`src/rtl/uart_rx_pkg.sv`:
```
package uart_rx_pkg;

	// serial word geometry
	localparam int BYTE_W = 8;
	// start bit, data bits, stop bit
	localparam int FRAME_W = BYTE_W + 2;

	typedef logic [BYTE_W-1:0] byte_t;
	typedef logic [7:0] period_t;
	// bit 8 is the frame error, bits 7..0 the data
	typedef logic [BYTE_W:0] rx_word_t;
	typedef logic [1:0] reg_addr_t;

	// register map, address 3 reads as zero
	localparam reg_addr_t ADDR_PERIOD = 2'd0;
	localparam reg_addr_t ADDR_RX_DATA = 2'd1;
	localparam reg_addr_t ADDR_CONTROL = 2'd2;

	// control word bits
	localparam int CTRL_RXEN = 0;
	localparam int CTRL_DATA_READY = 1;
	localparam int CTRL_OVERRUN = 2;

	// receive FIFO
	localparam int FIFO_DEPTH = 8;
	localparam int FIFO_ADDR_W = 3;

	// oversampling
	localparam int OVERSAMPLE = 16;
	localparam int SAMPLE_POINT = 8;
	localparam int TICK_W = $clog2(OVERSAMPLE);
	localparam int BIT_CNT_W = $clog2(BYTE_W);

	typedef enum logic [2:0] {
		RX_OFF,
		RX_IDLE,
		RX_START,
		RX_DATA,
		RX_STOP
	} rx_state_t;

endpackage

```
`src/rtl/baud_gen.sv`:
```
module baud_gen import uart_rx_pkg::*; (
	input  logic    clk,
	input  logic    reset,
	input  byte_t   din,
	input  logic    period_wr,
	output period_t period_q,
	output logic    baud_tick
);

	period_t count;

	// divisor register, readable by the host
	always_ff @(posedge clk or posedge reset) begin
		if (reset) begin
			period_q <= '0;
		end else if (period_wr) begin
			period_q <= period_t'(din);
		end
	end

	// down-counter, one tick per wrap
	// a write restarts the count from the new divisor
	always_ff @(posedge clk or posedge reset) begin
		if (reset) begin
			count <= '0;
			baud_tick <= 1'b0;
		end else if (period_wr) begin
			count <= period_t'(din);
			baud_tick <= 1'b0;
		end else if (count == '0) begin
			count <= period_q;
			baud_tick <= 1'b1;
		end else begin
			count <= count - 1'b1;
			baud_tick <= 1'b0;
		end
	end

endmodule

```
`src/rtl/rx_deframer.sv`:
```
module rx_deframer import uart_rx_pkg::*; (
	input  logic     clk,
	input  logic     reset,
	input  logic     rxd,
	input  logic     baud_tick,
	input  logic     receive_enable,
	output logic     frame_valid,
	output rx_word_t frame_word
);

	logic rxd_meta;
	logic rxd_sync;
	logic rxd_prev;
	rx_state_t state;
	logic [TICK_W-1:0] tick_cnt;
	logic [BIT_CNT_W-1:0] bit_cnt;
	logic [FRAME_W-1:0] shift;
	logic start_edge;
	logic mid_tick;
	logic bit_tick;
	logic sample_en;

	// two-flop synchronizer, line idles high
	always_ff @(posedge clk or posedge reset) begin
		if (reset) begin
			rxd_meta <= 1'b1;
			rxd_sync <= 1'b1;
			rxd_prev <= 1'b1;
		end else begin
			rxd_meta <= rxd;
			rxd_sync <= rxd_meta;
			rxd_prev <= rxd_sync;
		end
	end

	assign start_edge = rxd_prev & ~rxd_sync;

	// start bit checked half a bit in, later bits a full bit apart
	assign mid_tick = baud_tick && (tick_cnt == TICK_W'(SAMPLE_POINT - 1));
	assign bit_tick = baud_tick && (tick_cnt == TICK_W'(OVERSAMPLE - 1));

	assign sample_en = (state == RX_START && mid_tick && !rxd_sync) ||
		((state == RX_DATA || state == RX_STOP) && bit_tick);

	// lsb first, so after ten samples the start bit sits in bit 0
	always_ff @(posedge clk) begin
		if (sample_en) begin
			shift <= {rxd_sync, shift[FRAME_W-1:1]};
		end
	end

	// stop bit low means a framing error
	assign frame_word = {~shift[FRAME_W-1], shift[FRAME_W-2:1]};

	always_ff @(posedge clk or posedge reset) begin
		if (reset) begin
			state <= RX_OFF;
			tick_cnt <= '0;
			bit_cnt <= '0;
			frame_valid <= 1'b0;
		end else begin
			frame_valid <= 1'b0;
			if (!receive_enable) begin
				state <= RX_OFF;
				tick_cnt <= '0;
				bit_cnt <= '0;
			end else begin
				case (state)
					RX_OFF: begin
						state <= RX_IDLE;
					end
					RX_IDLE: begin
						if (start_edge) begin
							tick_cnt <= '0;
							state <= RX_START;
						end
					end
					RX_START: begin
						if (mid_tick) begin
							tick_cnt <= '0;
							bit_cnt <= '0;
							// a high line here was only a glitch
							state <= rxd_sync ? RX_IDLE : RX_DATA;
						end else if (baud_tick) begin
							tick_cnt <= tick_cnt + 1'b1;
						end
					end
					RX_DATA: begin
						if (bit_tick) begin
							tick_cnt <= '0;
							bit_cnt <= bit_cnt + 1'b1;
							if (bit_cnt == BIT_CNT_W'(BYTE_W - 1)) begin
								state <= RX_STOP;
							end
						end else if (baud_tick) begin
							tick_cnt <= tick_cnt + 1'b1;
						end
					end
					RX_STOP: begin
						if (bit_tick) begin
							tick_cnt <= '0;
							frame_valid <= 1'b1;
							state <= RX_IDLE;
						end else if (baud_tick) begin
							tick_cnt <= tick_cnt + 1'b1;
						end
					end
					default: begin
						state <= RX_OFF;
					end
				endcase
			end
		end
	end

endmodule

```
`src/rtl/rx_fifo.sv`:
```
module rx_fifo import uart_rx_pkg::*; (
	input  logic     clk,
	input  logic     reset,
	input  logic     flush,
	input  logic     push,
	input  logic     pop,
	input  rx_word_t push_word,
	output rx_word_t fifo_word,
	output logic     fifo_empty,
	output logic     fifo_full
);

	rx_word_t mem [FIFO_DEPTH];
	logic [FIFO_ADDR_W-1:0] rd_ptr;
	logic [FIFO_ADDR_W-1:0] wr_ptr;
	logic [FIFO_ADDR_W:0] count;
	logic do_push;
	logic do_pop;

	assign fifo_empty = (count == '0);
	assign fifo_full = (count == (FIFO_ADDR_W + 1)'(FIFO_DEPTH));

	// flush wins over both push and pop
	assign do_push = push && !fifo_full && !flush;
	assign do_pop = pop && !fifo_empty && !flush;

	// fall-through head
	assign fifo_word = mem[rd_ptr];

	always_ff @(posedge clk) begin
		if (do_push) begin
			mem[wr_ptr] <= push_word;
		end
	end

	always_ff @(posedge clk or posedge reset) begin
		if (reset) begin
			rd_ptr <= '0;
			wr_ptr <= '0;
			count <= '0;
		end else if (flush) begin
			rd_ptr <= '0;
			wr_ptr <= '0;
			count <= '0;
		end else begin
			if (do_push) begin
				wr_ptr <= wr_ptr + 1'b1;
			end
			if (do_pop) begin
				rd_ptr <= rd_ptr + 1'b1;
			end
			// simultaneous push and pop leaves the count alone
			if (do_push && !do_pop) begin
				count <= count + 1'b1;
			end else if (do_pop && !do_push) begin
				count <= count - 1'b1;
			end
		end
	end

endmodule

```
`src/rtl/uart_rx_regs.sv`:
```
module uart_rx_regs import uart_rx_pkg::*; (
	input  logic      clk,
	input  logic      reset,
	input  reg_addr_t addr,
	input  logic      wren,
	input  logic      rden,
	input  byte_t     din,
	input  period_t   period_q,
	input  rx_word_t  fifo_word,
	input  logic      fifo_empty,
	input  logic      fifo_full,
	input  logic      frame_valid,
	output logic      period_wr,
	output logic      fifo_pop,
	output logic      receive_enable,
	output logic      fifo_flush,
	output rx_word_t  dout
);

	logic ctrl_wr;
	logic rxen;
	logic rxen_next;
	logic data_ready;
	logic overrun;
	rx_word_t ctrl_word;

	// write and read strobes
	assign period_wr = wren && (addr == ADDR_PERIOD);
	assign ctrl_wr = wren && (addr == ADDR_CONTROL);
	assign fifo_pop = rden && (addr == ADDR_RX_DATA);

	assign rxen_next = ctrl_wr ? din[CTRL_RXEN] : rxen;

	always_ff @(posedge clk or posedge reset) begin
		if (reset) begin
			rxen <= 1'b0;
			data_ready <= 1'b0;
			overrun <= 1'b0;
		end else begin
			rxen <= rxen_next;
			data_ready <= rxen_next && !fifo_empty;
			// sticky until the host drops the enable
			overrun <= rxen_next && (overrun || (frame_valid && fifo_full));
		end
	end

	// receiver halts on overrun, FIFO held empty while disabled
	assign receive_enable = rxen && !overrun;
	assign fifo_flush = !rxen;

	always_comb begin
		ctrl_word = '0;
		ctrl_word[CTRL_RXEN] = rxen;
		ctrl_word[CTRL_DATA_READY] = data_ready;
		ctrl_word[CTRL_OVERRUN] = overrun;
	end

	// read mux, zero unless rden
	always_comb begin
		dout = '0;
		if (rden) begin
			case (addr)
				ADDR_PERIOD: dout = rx_word_t'(period_q);
				ADDR_RX_DATA: dout = fifo_word;
				ADDR_CONTROL: dout = ctrl_word;
				default: dout = '0;
			endcase
		end
	end

endmodule

```
`src/rtl/uart_rx.sv`:
```
module uart_rx import uart_rx_pkg::*; (
	input  logic      clk,
	input  logic      reset,
	input  reg_addr_t addr,
	input  logic      wren,
	input  logic      rden,
	input  byte_t     din,
	input  logic      rxd,
	output rx_word_t  dout
);

	logic period_wr;
	period_t period_q;
	logic baud_tick;
	logic receive_enable;
	logic frame_valid;
	rx_word_t frame_word;
	logic fifo_flush;
	logic fifo_pop;
	rx_word_t fifo_word;
	logic fifo_empty;
	logic fifo_full;

	baud_gen baud_gen_i (
		.clk       (clk),
		.reset     (reset),
		.din       (din),
		.period_wr (period_wr),
		.period_q  (period_q),
		.baud_tick (baud_tick)
	);

	rx_deframer rx_deframer_i (
		.clk            (clk),
		.reset          (reset),
		.rxd            (rxd),
		.baud_tick      (baud_tick),
		.receive_enable (receive_enable),
		.frame_valid    (frame_valid),
		.frame_word     (frame_word)
	);

	// a frame arriving at a full FIFO is dropped inside the FIFO
	rx_fifo rx_fifo_i (
		.clk        (clk),
		.reset      (reset),
		.flush      (fifo_flush),
		.push       (frame_valid),
		.pop        (fifo_pop),
		.push_word  (frame_word),
		.fifo_word  (fifo_word),
		.fifo_empty (fifo_empty),
		.fifo_full  (fifo_full)
	);

	uart_rx_regs uart_rx_regs_i (
		.clk            (clk),
		.reset          (reset),
		.addr           (addr),
		.wren           (wren),
		.rden           (rden),
		.din            (din),
		.period_q       (period_q),
		.fifo_word      (fifo_word),
		.fifo_empty     (fifo_empty),
		.fifo_full      (fifo_full),
		.frame_valid    (frame_valid),
		.period_wr      (period_wr),
		.fifo_pop       (fifo_pop),
		.receive_enable (receive_enable),
		.fifo_flush     (fifo_flush),
		.dout           (dout)
	);

endmodule

```
`config.mk`:
```
export PLATFORM = sky130hd
export DESIGN_NAME = uart_rx
export DESIGN_NICKNAME = d
export VERILOG_FILES = /design/src/rtl/uart_rx_pkg.sv /design/src/rtl/baud_gen.sv /design/src/rtl/rx_deframer.sv /design/src/rtl/rx_fifo.sv /design/src/rtl/uart_rx_regs.sv /design/src/rtl/uart_rx.sv
export SDC_FILE = /design/constraint.sdc
export NUM_CORES = 1
export LEC_CHECK = 0
export ABC_AREA = 0
export BUFFER_PORTS_ARGS = -buffer_cell sky130_fd_sc_hd__buf_2
export CORE_MARGIN = 1.5
export CORE_UTILIZATION = 51
export CTS_BUF_LIST = sky130_fd_sc_hd__clkbuf_4
export CTS_CLUSTER_SIZE = 24
export DETAILED_ROUTE_END_ITERATION = 12
export PLACE_DENSITY = 0.71
export SETUP_SLACK_MARGIN = 0.5
export SKIP_LAST_GASP = 1
export SYNTH_ARGS = -nofsm -noshare
export SYNTH_HDL_FRONTEND = slang
export SYNTH_SLANG_ARGS = --single-unit
```
`constraint.sdc`:
```
create_clock -name clk -period 7.1 [get_ports clk]
set_input_delay 2.13 -clock clk [delete_from_list [all_inputs] [get_ports clk]]
set_output_delay 2.13 -clock clk [all_outputs]
set_load 0.1 [all_outputs]
```
==> results.yml <==
synthesis:
  async_flop_share: 0.352
  yosys.area.top_type_share: 0.438
  ys_seq_area_frac: 0.636
  avgSynthCellArea_sq_um: 13.8
  synthTopCellsByCount: "81 x edfxtp_1, 41 x dfrtp_1, 41 x nand2_1, 25 x nor2_1, 20 x mux2i_1"
  synth_cell_types: 56
  yosysTopAreaCell: "edfxtp_1"
  synth_flop_cell: "edfxtp_1"
  synth-seq-cells: 125
  syn_nets: 429
  synth_edf_count: 81
  yosysMostFrequentCell: "edfxtp_1"
  synth_area_sq_mm: 0.00556
  synth.area.top_cells: "edfxtp_1 44%, dfrtp_1 18%, mux4_2 7.3%"
  synthCells: 403
  yosysWarningCount: 0
setup_path:
  cp_cell_sequence: "buf_2 > nand3b_1 > o22ai_1 > buf_2"
  critPathTopFamily: "buffers and inverters"
  reg2reg_depth: 10
  start_kind: "input pin"
  cp.arrival_ns: 3.39
  criticalPathCategory: "input pin to output port"
  r2r_slack_ns: 4.13
  timing.rr.end: "rx_fifo_i.count[3]$_DFFE_PP0P_"
  crit_path_end_kind: "output port"
  slowest_delay_ns: 0.47
  cp_common_cell: "buf_2"
  crit_fanout: 15
  critPathSlowestCell: "buf_2"
  critPathBufInv: 2
  r2r_start: "rx_fifo_i.count[0]$_DFFE_PP0P_"
  worst_ep_required_time_ns: 4.97
sta:
  rsz0062_at_grt: "false"
  tightest_slew_ns: 1.07
  max_clock_freq_mhz: 181
  final_hold_viol_count: 0
  period_share: 0.777
  max_slew_margin: 0.289
  layout_setup_ws_ns: 1.58
  totalNegativeSetupSlack_ns: 0
  slew_violations: 0
  clock_skew_ns: 0.0194
  finalSetupViolCount: 0
  period_minus_slack_ns: 5.52
clock_network:
  cts.clk_slew.worst_paths_ns: 0.09
  post_cts_buffers: 0
  holdBufCountCts: 0
  cts_sinks: 125
  clock_latency_ns: 0.51
  cts_tree: "yes"
  numCtsBuffers: 17
  postCtsResizedCells: 0
  htreeDepth: 4
  clockBufferDepth: 2
  cts-root-buf: "clkbuf_4"
pwr:
  powerDensity_mw_per_mm2: 250
  irDropWorstVdd_mv: 0.113
  p_leak_nw: 2.28
placed_design:
  portBuffers: 23
  pre_cts_ws_ns: 1.63
  place_congestion: 0.786
  dp_hpwl_microns: 6790
routing:
  drtIter0Drc: 231
  viasPerCell: 5.76
  drc: 0
  first_pass_iters: 4
  vias: 3334
  ant_nets: 0
  drt_wl_total_microns: 10500
  wl_per_cell_microns: 18.1
die:
  rows: 37
  die_y_microns: 107
  die-area_sq_mm: 0.0115
  core_sq_mm: 0.0105
  die_x_microns: 107
  io_pins: 24
  start_util: 0.531
layout:
  area_delta_synth_final_pct: 9.48
  drive_above_1_share: 0.190
  num-fill-cells: 847
  multi_input_area_sq_mm: 0.00191
  nets: 456
  seqCellArea_sq_mm: 0.00354
  antenna_cells: 0
global_routing:
  grtUsageTotal: 0.203
  grt_antenna_before_repair: 0
  grt_max_degree: 45
  grt-ovfl-total: 0
  grt_pass1_vias: 3407
  grt_first_pass_wirelength_microns: 17200
min_path:
  min_to: "rx_deframer_i.rxd_sync$_DFF_PP1_"
  hp-class: "flop to flop"
  hold_start: "rx_deframer_i.rxd_meta$_DFF_PP1_"
  holdPathStages: 0
status:
  outcome: "complete, no violations"
job:
  max-cap-violations: 0
[area by class of cell]
cell class | instances | area share
clock buffers | 19 | 0.0234
clock inverters | 13 | 0.0245
inverters | 11 | 0.00679
multi-input cells | 250 | 0.315
flip-flops and latches | 125 | 0.581
well taps | 136 | 0.0280
repair buffers | 25 | 0.0214
[worst register-to-register path: stages, from the launching register on]
cell and delay [ns]:
dfrtp_1 0.44, nor4_1 0.75, nor2_1 0.23, nand2_1 0.13, ha_1 0.21, inv_1 0.09, ha_1 0.27, a21o_1 0.17
a21oi_1 0.16, mux2i_1 0.25, mux2i_1 0.20
[cell usage in the layout, fill, tap and decap left out, drive strengths merged, types with 6 or more instances in the layout]
cell type / n
a21oi: 14
and2: 9
buf: 25
clkbuf: 19
clkinv: 8
dfrtp: 41
edfxtp: 81
ha: 10
inv: 10
mux2i: 20
mux4: 18
nand2: 41
nand2b: 10
nor2: 25
nor2b: 6
nor3: 10
nor3b: 6
o21ai: 14
o22ai: 6
[stage by stage]
stage / instance area (sq um) / power [W] / hold slack [ns] / cells / util
after global routing: 6080 / 0.00159 / 0.382 / 579 / 0.582
after detailed placement: 5790 / 0.00104 / 0.353 / 547 / 0.554
after global placement: 5790 / 0.00103 / 0.345 / 547 / 0.554
after CTS: 6080 / 0.00153 / 0.372 / 579 / 0.582
final: 6080 / 0.00152 / 0.367 / 579 / 0.582
after floorplan: 5560 / 0.000995 / 0.345 / 403 / -
[worst max path at each step]
stage          cells after the start     from       to  slack (ns)
4_1_cts                            4  addr[0]  dout[1]        1.61
3_5_place_dp                       4  addr[0]  dout[1]        1.63
3_3_place_gp                       4  addr[1]  dout[2]        1.67
5_1_grt                            4  addr[0]  dout[1]        1.53
6_report                           4  addr[0]  dout[1]        1.58
2_1_floorplan                      3  addr[1]  dout[3]        0.22
[kinds of logic after synthesis]
family	Yosys count	synth area share
buffers and inverters	28	0.0209
AOI/OAI and AO/OA	59	0.0700
and+or+nand+nor	133	0.123
muxes	38	0.109
adders and majority gates	11	0.0261
DFF	125	0.636
xor gates and xnor gates	9	0.0142
[routing by layer]
layer / routed length, microns / part of all wire / track usage
met2: 5300 / 0.51 / 0.326
met5: 0 / 0 / 0
met3: 375 / 0.036 / 0.0490
met1: 4620 / 0.44 / 0.267
met4: 160 / 0.015 / 0.0836
[flip-flops by register name, indices dropped and copies added (netlist names), 3 cells and up]
signal	cells
rx_deframer_i.bit_cnt	3
rx_fifo_i.rd_ptr	3
rx_deframer_i.shift	9
rx_fifo_i.mem	72
baud_gen_i.count	8
rx_fifo_i.count	4
rx_deframer_i.tick_cnt	4
baud_gen_i.period_q	8
rx_fifo_i.wr_ptr	3
rx_deframer_i.state	3
[where the power goes]
group,switching [W],internal [W]
registers,0.0000445,0.000802
logic,0.0000981,0.0000777
clock network,0.000254,0.000247
No activity file was read; power rests on OpenSTA's default activity.
